<file path="config.mk">
export PLATFORM = sky130hd
export DESIGN_NAME = cache_axi_bridge
export DESIGN_NICKNAME = d
export VERILOG_FILES = /design/src/cache_axi_pkg.sv /design/src/cache_axi_bridge.sv /design/src/write_buffer.sv /design/src/read_arbiter.sv
export VERILOG_INCLUDE_DIRS = /design/src /design/src/src
export SDC_FILE = /design/constraint.sdc
export NUM_CORES = 1
export LEC_CHECK = 0
export BUFFER_PORTS_ARGS = -buffer_cell sky130_fd_sc_hd__buf_2
export CAP_MARGIN = 20
export CORE_AREA = 3 3 173 175
export DETAILED_ROUTE_END_ITERATION = 6
export DIE_AREA = 0 0 176 178
export PLACE_DENSITY = 0.68
export SETUP_SLACK_MARGIN = 0.2
export SYNTH_ARGS = -nofsm -noshare
export SYNTH_HDL_FRONTEND = slang
export SYNTH_SLANG_ARGS = --single-unit
</file>
<file path="constraint.sdc">
create_clock -name clk -period 12.4 [get_ports clk]
set_input_delay 1.86 -clock clk [delete_from_list [all_inputs] [get_ports clk]]
set_output_delay 1.86 -clock clk [all_outputs]
set_load 0.02 [all_outputs]
</file>
<file path="src/cache_axi_defines.svh">
`ifndef CACHE_AXI_DEFINES_SVH
`define CACHE_AXI_DEFINES_SVH

// icache line is 32 bytes
`define ICACHE_LINE_WORDS 8

// dcache line is 16 bytes
`define DCACHE_LINE_WORDS 4
`define DCACHE_LINE_BITS 128

// read-after-write check works on 32-byte regions
`define HAZARD_LSB 5

`endif
</file>
<file path="src/cache_axi_pkg.sv">
package cache_axi_pkg;

    // owner of a read, also used as the 1-bit ARID/RID
    typedef enum logic [0:0] {
        OWNER_IC = 1'b0,
        OWNER_DC = 1'b1
    } owner_e;

    // writeback sequence: AW, then W beats, then B
    typedef enum logic [1:0] {
        WB_IDLE = 2'd0,
        WB_ADDR = 2'd1,
        WB_DATA = 2'd2,
        WB_RESP = 2'd3
    } wb_state_e;

endpackage

</file>
<file path="src/cache_axi_bridge.sv">
`timescale 1ns/10ps
`include "cache_axi_defines.svh"

module cache_axi_bridge (
    input  logic                         clk,
    input  logic                         reset,

    // icache refill
    input  logic                         i_ic_rd_req,
    input  logic [31:0]                  i_ic_rd_addr,
    output logic                         o_ic_rd_rdy,
    output logic                         o_ic_ret_valid,
    output logic                         o_ic_ret_last,
    output logic [31:0]                  o_ic_ret_data,

    // dcache refill
    input  logic                         i_dc_rd_req,
    input  logic [31:0]                  i_dc_rd_addr,
    output logic                         o_dc_rd_rdy,
    output logic                         o_dc_ret_valid,
    output logic                         o_dc_ret_last,
    output logic [31:0]                  o_dc_ret_data,

    // dcache writeback
    input  logic                         i_wr_req,
    input  logic [31:0]                  i_wr_addr,
    input  logic [`DCACHE_LINE_BITS-1:0] i_wr_data,
    output logic                         o_wr_rdy,

    // AXI master
    output logic                         o_arvalid,
    output logic [31:0]                  o_araddr,
    output logic                         o_arid,
    input  logic                         i_arready,
    input  logic                         i_rid,
    input  logic [31:0]                  i_rdata,
    input  logic                         i_rlast,
    input  logic                         i_rvalid,
    output logic                         o_rready,
    output logic                         o_awvalid,
    output logic [31:0]                  o_awaddr,
    input  logic                         i_awready,
    output logic                         o_wvalid,
    output logic [31:0]                  o_wdata,
    output logic [3:0]                   o_wstrb,
    output logic                         o_wlast,
    input  logic                         i_wready,
    input  logic                         i_bvalid,
    output logic                         o_bready
);

    logic        wb_pending;
    logic [31:0] wb_addr;

    read_arbiter read_arbiter_i (
        .clk            (clk),
        .reset          (reset),
        .i_ic_rd_req    (i_ic_rd_req),
        .i_ic_rd_addr   (i_ic_rd_addr),
        .i_dc_rd_req    (i_dc_rd_req),
        .i_dc_rd_addr   (i_dc_rd_addr),
        .i_wb_pending   (wb_pending),
        .i_wb_addr      (wb_addr),
        .i_arready      (i_arready),
        .i_rid          (i_rid),
        .i_rdata        (i_rdata),
        .i_rlast        (i_rlast),
        .i_rvalid       (i_rvalid),
        .o_ic_rd_rdy    (o_ic_rd_rdy),
        .o_dc_rd_rdy    (o_dc_rd_rdy),
        .o_ic_ret_valid (o_ic_ret_valid),
        .o_ic_ret_last  (o_ic_ret_last),
        .o_ic_ret_data  (o_ic_ret_data),
        .o_dc_ret_valid (o_dc_ret_valid),
        .o_dc_ret_last  (o_dc_ret_last),
        .o_dc_ret_data  (o_dc_ret_data),
        .o_arvalid      (o_arvalid),
        .o_araddr       (o_araddr),
        .o_arid         (o_arid),
        .o_rready       (o_rready)
    );

    write_buffer write_buffer_i (
        .clk          (clk),
        .reset        (reset),
        .i_wr_req     (i_wr_req),
        .i_wr_addr    (i_wr_addr),
        .i_wr_data    (i_wr_data),
        .o_wr_rdy     (o_wr_rdy),
        .i_awready    (i_awready),
        .i_wready     (i_wready),
        .i_bvalid     (i_bvalid),
        .o_awvalid    (o_awvalid),
        .o_awaddr     (o_awaddr),
        .o_wvalid     (o_wvalid),
        .o_wdata      (o_wdata),
        .o_wstrb      (o_wstrb),
        .o_wlast      (o_wlast),
        .o_bready     (o_bready),
        .o_wb_pending (wb_pending),
        .o_wb_addr    (wb_addr)
    );

endmodule

</file>
<file path="src/write_buffer.sv">
`timescale 1ns/10ps
`include "cache_axi_defines.svh"

module write_buffer import cache_axi_pkg::*; (
    input  logic                         clk,
    input  logic                         reset,

    input  logic                         i_wr_req,
    input  logic [31:0]                  i_wr_addr,
    input  logic [`DCACHE_LINE_BITS-1:0] i_wr_data,
    output logic                         o_wr_rdy,

    input  logic                         i_awready,
    input  logic                         i_wready,
    input  logic                         i_bvalid,

    output logic                         o_awvalid,
    output logic [31:0]                  o_awaddr,
    output logic                         o_wvalid,
    output logic [31:0]                  o_wdata,
    output logic [3:0]                   o_wstrb,
    output logic                         o_wlast,
    output logic                         o_bready,

    output logic                         o_wb_pending,
    output logic [31:0]                  o_wb_addr
);

    localparam int BEAT_W = $clog2(`DCACHE_LINE_WORDS);
    localparam logic [BEAT_W-1:0] LAST_BEAT = BEAT_W'(`DCACHE_LINE_WORDS - 1);

    wb_state_e                    state_q;
    logic [`DCACHE_LINE_BITS-1:0] line_q;
    logic [31:0]                  addr_q;
    logic [BEAT_W-1:0]            beat_q;
    logic                         accept;
    logic                         last_beat;

    assign accept    = i_wr_req && (state_q == WB_IDLE);
    assign last_beat = (beat_q == LAST_BEAT);

    always_ff @(posedge clk) begin
        if (reset) begin
            state_q <= WB_IDLE;
            beat_q  <= '0;
        end else begin
            case (state_q)
                WB_IDLE: begin
                    if (i_wr_req) begin
                        state_q <= WB_ADDR;
                        beat_q  <= '0;
                    end
                end
                WB_ADDR: begin
                    if (i_awready) begin
                        state_q <= WB_DATA;
                    end
                end
                WB_DATA: begin
                    // advance only on a W handshake
                    if (i_wready) begin
                        if (last_beat) begin
                            state_q <= WB_RESP;
                        end else begin
                            beat_q <= beat_q + 1'b1;
                        end
                    end
                end
                WB_RESP: begin
                    if (i_bvalid) begin
                        state_q <= WB_IDLE;
                    end
                end
                default: begin
                    state_q <= WB_IDLE;
                end
            endcase
        end
    end

    // line and address captured on acceptance
    always_ff @(posedge clk) begin
        if (accept) begin
            line_q <= i_wr_data;
            addr_q <= i_wr_addr;
        end
    end

    assign o_wr_rdy  = (state_q == WB_IDLE);

    assign o_awvalid = (state_q == WB_ADDR);
    assign o_awaddr  = addr_q;

    // word 0 goes out first
    assign o_wvalid  = (state_q == WB_DATA);
    assign o_wdata   = line_q[beat_q * 32 +: 32];
    assign o_wstrb   = 4'hf;
    assign o_wlast   = (state_q == WB_DATA) && last_beat;

    assign o_bready  = 1'b1;

    assign o_wb_pending = (state_q != WB_IDLE);
    assign o_wb_addr    = addr_q;

endmodule

</file>
<file path="src/read_arbiter.sv">
`timescale 1ns/10ps
`include "cache_axi_defines.svh"

module read_arbiter import cache_axi_pkg::*; (
    input  logic        clk,
    input  logic        reset,

    input  logic        i_ic_rd_req,
    input  logic [31:0] i_ic_rd_addr,
    input  logic        i_dc_rd_req,
    input  logic [31:0] i_dc_rd_addr,

    input  logic        i_wb_pending,
    input  logic [31:0] i_wb_addr,

    input  logic        i_arready,
    input  logic        i_rid,
    input  logic [31:0] i_rdata,
    input  logic        i_rlast,
    input  logic        i_rvalid,

    output logic        o_ic_rd_rdy,
    output logic        o_dc_rd_rdy,
    output logic        o_ic_ret_valid,
    output logic        o_ic_ret_last,
    output logic [31:0] o_ic_ret_data,
    output logic        o_dc_ret_valid,
    output logic        o_dc_ret_last,
    output logic [31:0] o_dc_ret_data,

    output logic        o_arvalid,
    output logic [31:0] o_araddr,
    output logic        o_arid,
    output logic        o_rready
);

    logic        arvalid_q;
    logic [31:0] araddr_q;
    owner_e      arid_q;
    owner_e      last_owner;
    logic        ic_inflight;
    logic        dc_inflight;

    logic        ic_hazard;
    logic        dc_hazard;
    logic        ic_elig;
    logic        dc_elig;
    logic        grant_ic;
    logic        grant_dc;
    logic        ar_fire;
    logic        r_ic;
    logic        r_dc;

    // hold a refill that would read around a pending writeback
    assign ic_hazard = i_wb_pending &&
        (i_ic_rd_addr[31:`HAZARD_LSB] == i_wb_addr[31:`HAZARD_LSB]);
    assign dc_hazard = i_wb_pending &&
        (i_dc_rd_addr[31:`HAZARD_LSB] == i_wb_addr[31:`HAZARD_LSB]);

    assign ic_elig = i_ic_rd_req && !ic_inflight && !ic_hazard;
    assign dc_elig = i_dc_rd_req && !dc_inflight && !dc_hazard;

    // round robin, only while AR is empty
    always_comb begin
        grant_ic = 1'b0;
        grant_dc = 1'b0;
        if (!arvalid_q) begin
            if (ic_elig && dc_elig) begin
                if (last_owner == OWNER_IC) begin
                    grant_dc = 1'b1;
                end else begin
                    grant_ic = 1'b1;
                end
            end else begin
                grant_ic = ic_elig;
                grant_dc = dc_elig;
            end
        end
    end

    assign ar_fire = arvalid_q && i_arready;

    always_ff @(posedge clk) begin
        if (reset) begin
            arvalid_q   <= 1'b0;
            last_owner  <= OWNER_DC;
            ic_inflight <= 1'b0;
            dc_inflight <= 1'b0;
        end else begin
            if (grant_ic || grant_dc) begin
                arvalid_q  <= 1'b1;
                last_owner <= grant_dc ? OWNER_DC : OWNER_IC;
            end else if (ar_fire) begin
                arvalid_q <= 1'b0;
            end

            // one burst in flight per owner
            if (ar_fire && arid_q == OWNER_IC) begin
                ic_inflight <= 1'b1;
            end else if (r_ic && i_rlast) begin
                ic_inflight <= 1'b0;
            end
            if (ar_fire && arid_q == OWNER_DC) begin
                dc_inflight <= 1'b1;
            end else if (r_dc && i_rlast) begin
                dc_inflight <= 1'b0;
            end
        end
    end

    always_ff @(posedge clk) begin
        if (grant_ic || grant_dc) begin
            araddr_q <= grant_dc ? i_dc_rd_addr : i_ic_rd_addr;
            arid_q   <= grant_dc ? OWNER_DC : OWNER_IC;
        end
    end

    assign o_arvalid = arvalid_q;
    assign o_araddr  = araddr_q;
    assign o_arid    = arid_q;

    assign o_ic_rd_rdy = ar_fire && (arid_q == OWNER_IC);
    assign o_dc_rd_rdy = ar_fire && (arid_q == OWNER_DC);

    // steer R beats by RID
    assign r_ic = i_rvalid && (owner_e'(i_rid) == OWNER_IC);
    assign r_dc = i_rvalid && (owner_e'(i_rid) == OWNER_DC);

    assign o_ic_ret_valid = r_ic;
    assign o_ic_ret_last  = r_ic && i_rlast;
    assign o_ic_ret_data  = i_rdata;
    assign o_dc_ret_valid = r_dc;
    assign o_dc_ret_last  = r_dc && i_rlast;
    assign o_dc_ret_data  = i_rdata;

    assign o_rready = 1'b1;

endmodule

</file>
==> results of run 1 <==
-- where the power goes --
group / total (uW) / internal (uW) / switching, uW
Sequential: 980 / 924 / 55.8
Clock: 681 / 400 / 281
Combinational: 465 / 172 / 293
-- cells in the final DEF (no fill, tap or decap), types with 2 or more instances in the layout --
master,Yosys,routed
a21oi_1,4,4
and2_1,3,2
buf_2,3,343
buf_4,70,4
bufinv_16,0,2
clkbuf_1,4,4
clkbuf_16,0,24
clkinv_2,0,7
clkinvlp_4,0,3
conb_1,1,6
dfxtp_1,8,6
dfxtp_2,0,2
diode_2,0,2
edfxtp_1,193,193
ha_1,5,5
inv_1,8,8
mux2_2,4,4
mux2_4,29,29
mux4_2,32,32
nand2_1,5,4
nand3_1,2,2
nand4_1,5,5
nor2_1,8,8
nor2b_1,2,2
nor4_1,11,11
o21ai_0,3,3
o22ai_1,2,2
xnor2_1,12,12
xor2_1,42,42
-- through the flow --
step                      hold WS (ns)  setup WS (ns)
after floorplan                  0.457           6.38
after global placement           0.468           7.34
after detailed placement         0.485           7.31
after CTS                        0.501           7.89
after global routing             0.564           7.82
final                            0.495           7.97
-- metal layers --
metal | track usage, % | part of all wire, % | vias up
met4 | 4.55 | 3.1 | 4
met2 | 27.1 | 54 | 306
met1 | 15.1 | 34 | 2472
met5 | 0 | 0.11 | -
li1 | - | - | 2339
met3 | 4.36 | 8.6 | 50
-- layout make-up --
class | instances | area, um2
fillers | 2661 | 17500
flip-flops and latches | 201 | 5960
multi-input cells | 189 | 2130
repair buffers | 347 | 1750
clock buffers | 28 | 616
well taps | 384 | 480
clock inverters | 16 | 155
inverters | 8 | 30.0
diodes | 2 | 5.00
-- kinds of logic (layout without fill, tap and decap cells) --
group                    count (synthesis)  in the layout
adder cells (fa/ha/maj)                  5              5
XOR/XNOR                                54             54
AO/OA/AOI/OAI                           15             15
multiplexers                            66             66
buffers and inverters                   90            399
flip-flops                             201            201
other                                    1              8
AND/OR/NAND/NOR                         43             43
-- registers in the layout, indices dropped and copies added (netlist names) --
name	flops
write_buffer_i.line_q	128
read_arbiter_i.o_araddr	32
write_buffer_i.o_awaddr	32
write_buffer_i.beat_q	2
write_buffer_i.state_q	2
read_arbiter_i.dc_inflight	1
read_arbiter_i.ic_inflight	1
read_arbiter_i.last_owner	1
read_arbiter_i.o_arid	1
read_arbiter_i.o_arvalid	1
-- critical path: cells and delay by family --
family                 cells  cell delay (ns)
buffers and inverters      3             0.36
AND/OR/NAND/NOR            2             0.35
-- worst min-delay path by stage --
stage                                            startpoint                                       to  slack, ns
global placement     read_arbiter_i.last_owner$_SDFFE_PP1P_   read_arbiter_i.last_owner$_SDFFE_PP1P_       0.47
detailed placement  read_arbiter_i.dc_inflight$_SDFFE_PP0P_  read_arbiter_i.dc_inflight$_SDFFE_PP0P_       0.49
global route         read_arbiter_i.last_owner$_SDFFE_PP1P_   read_arbiter_i.last_owner$_SDFFE_PP1P_       0.56
finish              read_arbiter_i.dc_inflight$_SDFFE_PP0P_  read_arbiter_i.dc_inflight$_SDFFE_PP0P_       0.50
floorplan           read_arbiter_i.ic_inflight$_SDFFE_PP0P_  read_arbiter_i.ic_inflight$_SDFFE_PP0P_       0.46
CTS                 read_arbiter_i.dc_inflight$_SDFFE_PP0P_  read_arbiter_i.dc_inflight$_SDFFE_PP0P_       0.50
==> impl_metrics.tcl, run 1 <==
set metrics [dict create \
    status "finished clean" \
    start_util_pct 30.3 \
    r2r_cells 7 \
    period_share_pct 35.8 \
    fin_total_pwr_uw 2130 \
    synth_simple_gate_area_share_pct 2.81 \
    synth.most_common_cell "edfxtp_1" \
    cts_resized 0 \
    path_max_fanout 3 \
    drt_iter0_drc 256 \
    post-route-util_pct 38.8 \
    critPathMaxStageDelay_ns 0.29 \
    syn_avg_cell_area_um2 18.3 \
    portBuffers 343 \
    maxCapViolations 0 \
    r2r_end "read_arbiter_i.o_araddr[31]$_DFFE_PP_" \
    finalNonFillerCells 1175 \
    core_um2 28600 \
    fmax_ghz 0.226 \
    routedWlPerCell_um 20.3 \
    fin_area_um2 11100 \
    synthToLayoutAreaGrowth_pct 28.1 \
    place_hpwl_mm 18.8 \
    num_vias 5171 \
    gp_congestion 0.777 \
    worst_pin_slew_ns 1.02 \
    synth_commonest_cells "edfxtp_1, buf_4, xor2_1" \
    synth_top_area_share_pct 66.8 \
    dieArea_um2 31300 \
    synth-compound-area-share_pct 1.18 \
    synthMuxAreaShare_pct 14.0 \
    drive_above_1_share_pct 58.3 \
    hp-class "reg2reg" \
    setup_viol 0 \
    die_h_um 178 \
    clk_pin_slew_ns 0.05 \
    yosysSeqAreaShare_pct 68.6 \
    crit_path_end_kind "output pin" \
    dr.pass1.iters 4 \
    tns_ns 0 \
    drt-total-wl_mm 23.9 \
    placed_cells 1129 \
    fin_nets 1044 \
    ys_top_cells_by_area "edfxtp_1, mux4_2, buf_4" \
    die_w_um 176 \
    drtAntennaViolNets 0 \
    antenna_found_initial 3 \
    tritoncts "yes" \
    skew_ns 0.0191 \
    grt_max_degree 83 \
    hold_viol 0 \
    crit_chain "buf_2 > nand2_1 > or2_2 > inv_1 > buf_2" \
    rsz0062_at_grt "no" \
    cp.arrival_ns 2.57 \
    p_leak_uw 0.00451 \
    synth_area_leader_cell "edfxtp_1" \
    cp-start-kind "input port" \
    worstPathRequired_ns 10.54 \
    ctsHoldBuffers 0 \
    synth-edff-count 193 \
    grt_pass1_vias 5491 \
    drc 0 \
    critPathLaunch "i_arready" \
    critical_path_class "in2out" \
    synth_top_family_by_area "multiplexers" \
    path_common_cell "buf_2" \
    crit_slowest_cell "or2_2" \
    power-per-cell-area_nw_per_um2 191 \
    synth_xor_area_share_pct 5.45 \
    synth_flop_cell "edfxtp_1" \
    maxSlewViolCount 0 \
    r2r_setup_slack_ns 9.00 \
    grt_first_pass_wirelength_mm 33.2 \
    layout_min_cycle_time_ns 4.43 \
    synth_cell_types 39 \
    cts_root_buffer "clkbuf_16" \
    synthCells 475 \
    synth_warnings 0 \
    place_area_um2 10300 \
    synth_seq_cells 201 \
    relSlewSlack_pct 31.8 \
    htreeDepth 1 \
    cts_buffers 24 \
    synth-adder-area-share_pct 0.721 \
    clk_path_buf_depth 3 \
    vias_per_cell 4.40 \
    async_flop_share_pct 0 \
    post-cts-setup-buffers 0 \
    grt.total_usage_pct 14.3 \
    crit_path_end "o_ic_rd_rdy" \
    grt_overflow 0 \
    r2r-start "write_buffer_i.o_awaddr[17]$_DFFE_PP_" \
    syn_area_um2 8680 \
    clock-sinks 201 \
    insertion_delay_ns 0.52 \
    ir_drop_mv 0.243 \
    num_rows 62 \
    io_pins 446 \
    min_path_cells 2 \
]
Power figures use the tool's default switching activity.
==> run 2: changes to the inputs <==
--- a/config.mk
+++ b/config.mk
@@ -6,12 +6,13 @@
 export SDC_FILE = /design/constraint.sdc
 export NUM_CORES = 1
 export LEC_CHECK = 0
+export ABC_AREA = 1
 export BUFFER_PORTS_ARGS = -buffer_cell sky130_fd_sc_hd__buf_2
 export CAP_MARGIN = 20
-export CORE_AREA = 3 3 173 175
+export CORE_AREA = 3 3 170 172
 export DETAILED_ROUTE_END_ITERATION = 6
-export DIE_AREA = 0 0 176 178
-export PLACE_DENSITY = 0.68
+export DIE_AREA = 0 0 173 175
+export PLACE_DENSITY = 0.74
 export SETUP_SLACK_MARGIN = 0.2
 export SYNTH_ARGS = -nofsm -noshare
 export SYNTH_HDL_FRONTEND = slang
==> constraint.sdc (replaced) <==
create_clock -name clk -period 3.6 [get_ports clk]
set_input_delay 0.54 -clock clk [delete_from_list [all_inputs] [get_ports clk]]
set_output_delay 0.54 -clock clk [all_outputs]
set_load 0.02 [all_outputs]
==> run 2 against run 1 <==
Against the previous run: clock power rose to 3.5 times the previous value; cell count increased by 30%; synthesized cell count grew 79%; sequential share of layout area fell by 2.0 points; first-iteration DRC count is 52% higher; non-clock buffer count increased by 8; final area rose by 3.9%; utilization increased by 3.0 points; register-to-register slack got worse by 7.9 ns; hold slack got worse by 0.30 ns; critical path type is now reg2out; largest power group unchanged.
==> impl_metrics.tcl, run 2 <==
set metrics [dict create \
    status "finished clean" \
    worstPathRequired_ns 3.06 \
    holdPathEnd "write_buffer_i.line_q[112]$_DFFE_PP_" \
    crit_path_end_kind "output pin" \
    r2r_cells 8 \
    synthToLayoutAreaGrowth_pct 27.0 \
    async_flop_share_pct 0 \
    synth_seq_cells 201 \
    mostFrequentLayoutCells "buf_2, edfxtp_1, nand2_1" \
    worst_pin_slew_ns 0.838 \
    synthCells 849 \
    die_h_um 175 \
    r2r_setup_slack_ns 1.09 \
    synth.most_common_cell "edfxtp_1" \
    post-cts-setup-buffers 0 \
    maxSlewViolCount 0 \
    clock-sinks 201 \
    grt_first_pass_wirelength_mm 41.2 \
    hold_viol 0 \
    rsz0062_at_grt "no" \
    period_share_pct 75.7 \
    fmax_ghz 0.367 \
    drive_above_1_share_pct 35.0 \
    drtAntennaViolNets 0 \
    r2r_end "read_arbiter_i.o_araddr[22]$_DFFE_PP_" \
    path_max_fanout 67 \
    tritoncts "yes" \
    fin_nets 1409 \
    cts_buffers 23 \
    drt-total-wl_mm 27.7 \
    routedWlPerCell_um 18.1 \
    clk_path_buf_depth 3 \
    layout_min_cycle_time_ns 2.72 \
    synth_area_leader_cell "edfxtp_1" \
    grt.total_usage_pct 17.5 \
    syn_area_um2 9090 \
    die_w_um 173 \
    maxCapViolations 0 \
    r2r-start "write_buffer_i.o_awaddr[11]$_DFFE_PP_" \
    tns_ns 0 \
    clk_pin_slew_ns 0.06 \
    antenna_found_initial 1 \
    io_pins 446 \
    drc 0 \
    antennaDiodeCount 0 \
    cts_resized 0 \
    synth_cell_types 27 \
    synth-edff-count 193 \
    cp.arrival_ns 2.18 \
    place_hpwl_mm 21.4 \
    yosysSeqAreaShare_pct 65.5 \
    gp_congestion 0.961 \
    htreeDepth 1 \
    synth_flop_cell "edfxtp_1" \
    ir_drop_mv 0.572 \
    start_util_pct 32.9 \
    min_path_cells 1 \
    largest_register_ffs 128 \
    syn_avg_cell_area_um2 10.7 \
    vias_per_cell 4.63 \
    hp-start "i_wr_data[112]" \
    ys_top_cells_by_area "edfxtp_1, nand2_1, buf_4" \
    synth_warnings 0 \
    fin_total_pwr_uw 7910 \
    setup_viol 0 \
    dieArea_um2 30300 \
    skew_ns 0.00827 \
    synth_top_area_share_pct 63.7 \
    hp-class "in2reg" \
    grt_overflow 0 \
    dr.pass1.iters 5 \
    p_leak_uw 0.00522 \
    num_rows 61 \
    synth_commonest_cells "edfxtp_1, nand2_1, nor2_1" \
    portBuffers 343 \
    final_common_cell "buf_2" \
    ctsHoldBuffers 0 \
    cp-start-kind "flip-flop" \
    power-per-cell-area_nw_per_um2 685 \
    regMostFlops "write_buffer_i.line_q" \
    cts_root_buffer "clkbuf_16" \
    drt_iter0_drc 389 \
    grt_pass1_vias 7104 \
    insertion_delay_ns 0.52 \
    relSlewSlack_pct 43.9 \
    core_um2 27600 \
    critical_path_class "reg2out" \
    grt_max_degree 81 \
    num_vias 7073 \
]
==> run 2: how the worst max path moves through the flow <==
stage                                                  to                                    from  cells past startpoint  slack (ns)
finish                                        o_wdata[24]   write_buffer_i.beat_q[0]$_SDFFE_PP0P_                      4        0.88
global route                                  o_wdata[24]   write_buffer_i.beat_q[0]$_SDFFE_PP0P_                      4        0.76
CTS                                           o_wdata[24]   write_buffer_i.beat_q[0]$_SDFFE_PP0P_                      4        0.80
detailed placement  read_arbiter_i.o_araddr[23]$_DFFE_PP_                        i_dc_rd_addr[11]                      9        0.88
global placement    read_arbiter_i.o_araddr[22]$_DFFE_PP_                        i_dc_rd_addr[11]                      9        0.90
floorplan              write_buffer_i.line_q[0]$_DFFE_PP_  write_buffer_i.state_q[0]$_SDFFE_PP0P_                      4        0.19
==> run 2: cells by family (layout without fill, tap and decap cells) <==
logic type      count (synthesis)  after routing  share of synthesized area [%]
simple gates                  330            330                           14.6
xor+xnor                       19             19                           1.83
compound gates                110            110                           6.56
fa+ha+maj                       5              5                          0.688
flops                         201            201                           65.5
buf+inv                       183            480                           10.8
other cells                     1              6                         0.0412
==> run 2: worst max-delay path: stages (launching register included) <==
cell and delay (ns):
dfxtp_2 0.32, buf_4 0.49, o21ai_0 0.20, o22ai_1 0.35
buf_2 0.24
==> run 2: cell type report <==
type / instances / area, um2
Inverter: 85 / 323
Clock buffer: 23 / 576
Tap cell: 378 / 473
Multi-Input combinational cell: 470 / 2190
Fill cell: 2645 / 16100
Timing Repair Buffer: 355 / 1820
Clock inverter: 17 / 206
Sequential cell: 201 / 5960
==> run 2: power by group <==
group          total [uW]  internal (uW)  leakage, uW  switching, uW
combinational        2060            626      0.00292           1440
sequential           3450           3240      0.00192            212
clock                2400           1460     0.000380            937
==> run 2: layer usage <==
layer	wire [um]	track usage [%]
met5	13	0.481
met4	1180	7.23
met3	2750	6.37
met2	13700	30.6
met1	10000	19.4
==> run 2: per-stage QoR <==
stage          instance area (um2)  setup WS (ns)  hold WS [ns]  cells  utilization (%)
3_3_place_gp                 10800          0.900         0.470   1489             39.0
6_report                     11500          0.877         0.196   1529             41.8
4_1_cts                      11500          0.800         0.165   1529             41.8
3_5_place_dp                 10800          0.879         0.492   1489             39.0
5_1_grt                      11500          0.762         0.164   1529             41.8
2_1_floorplan                 9140          0.194         0.444    854                -
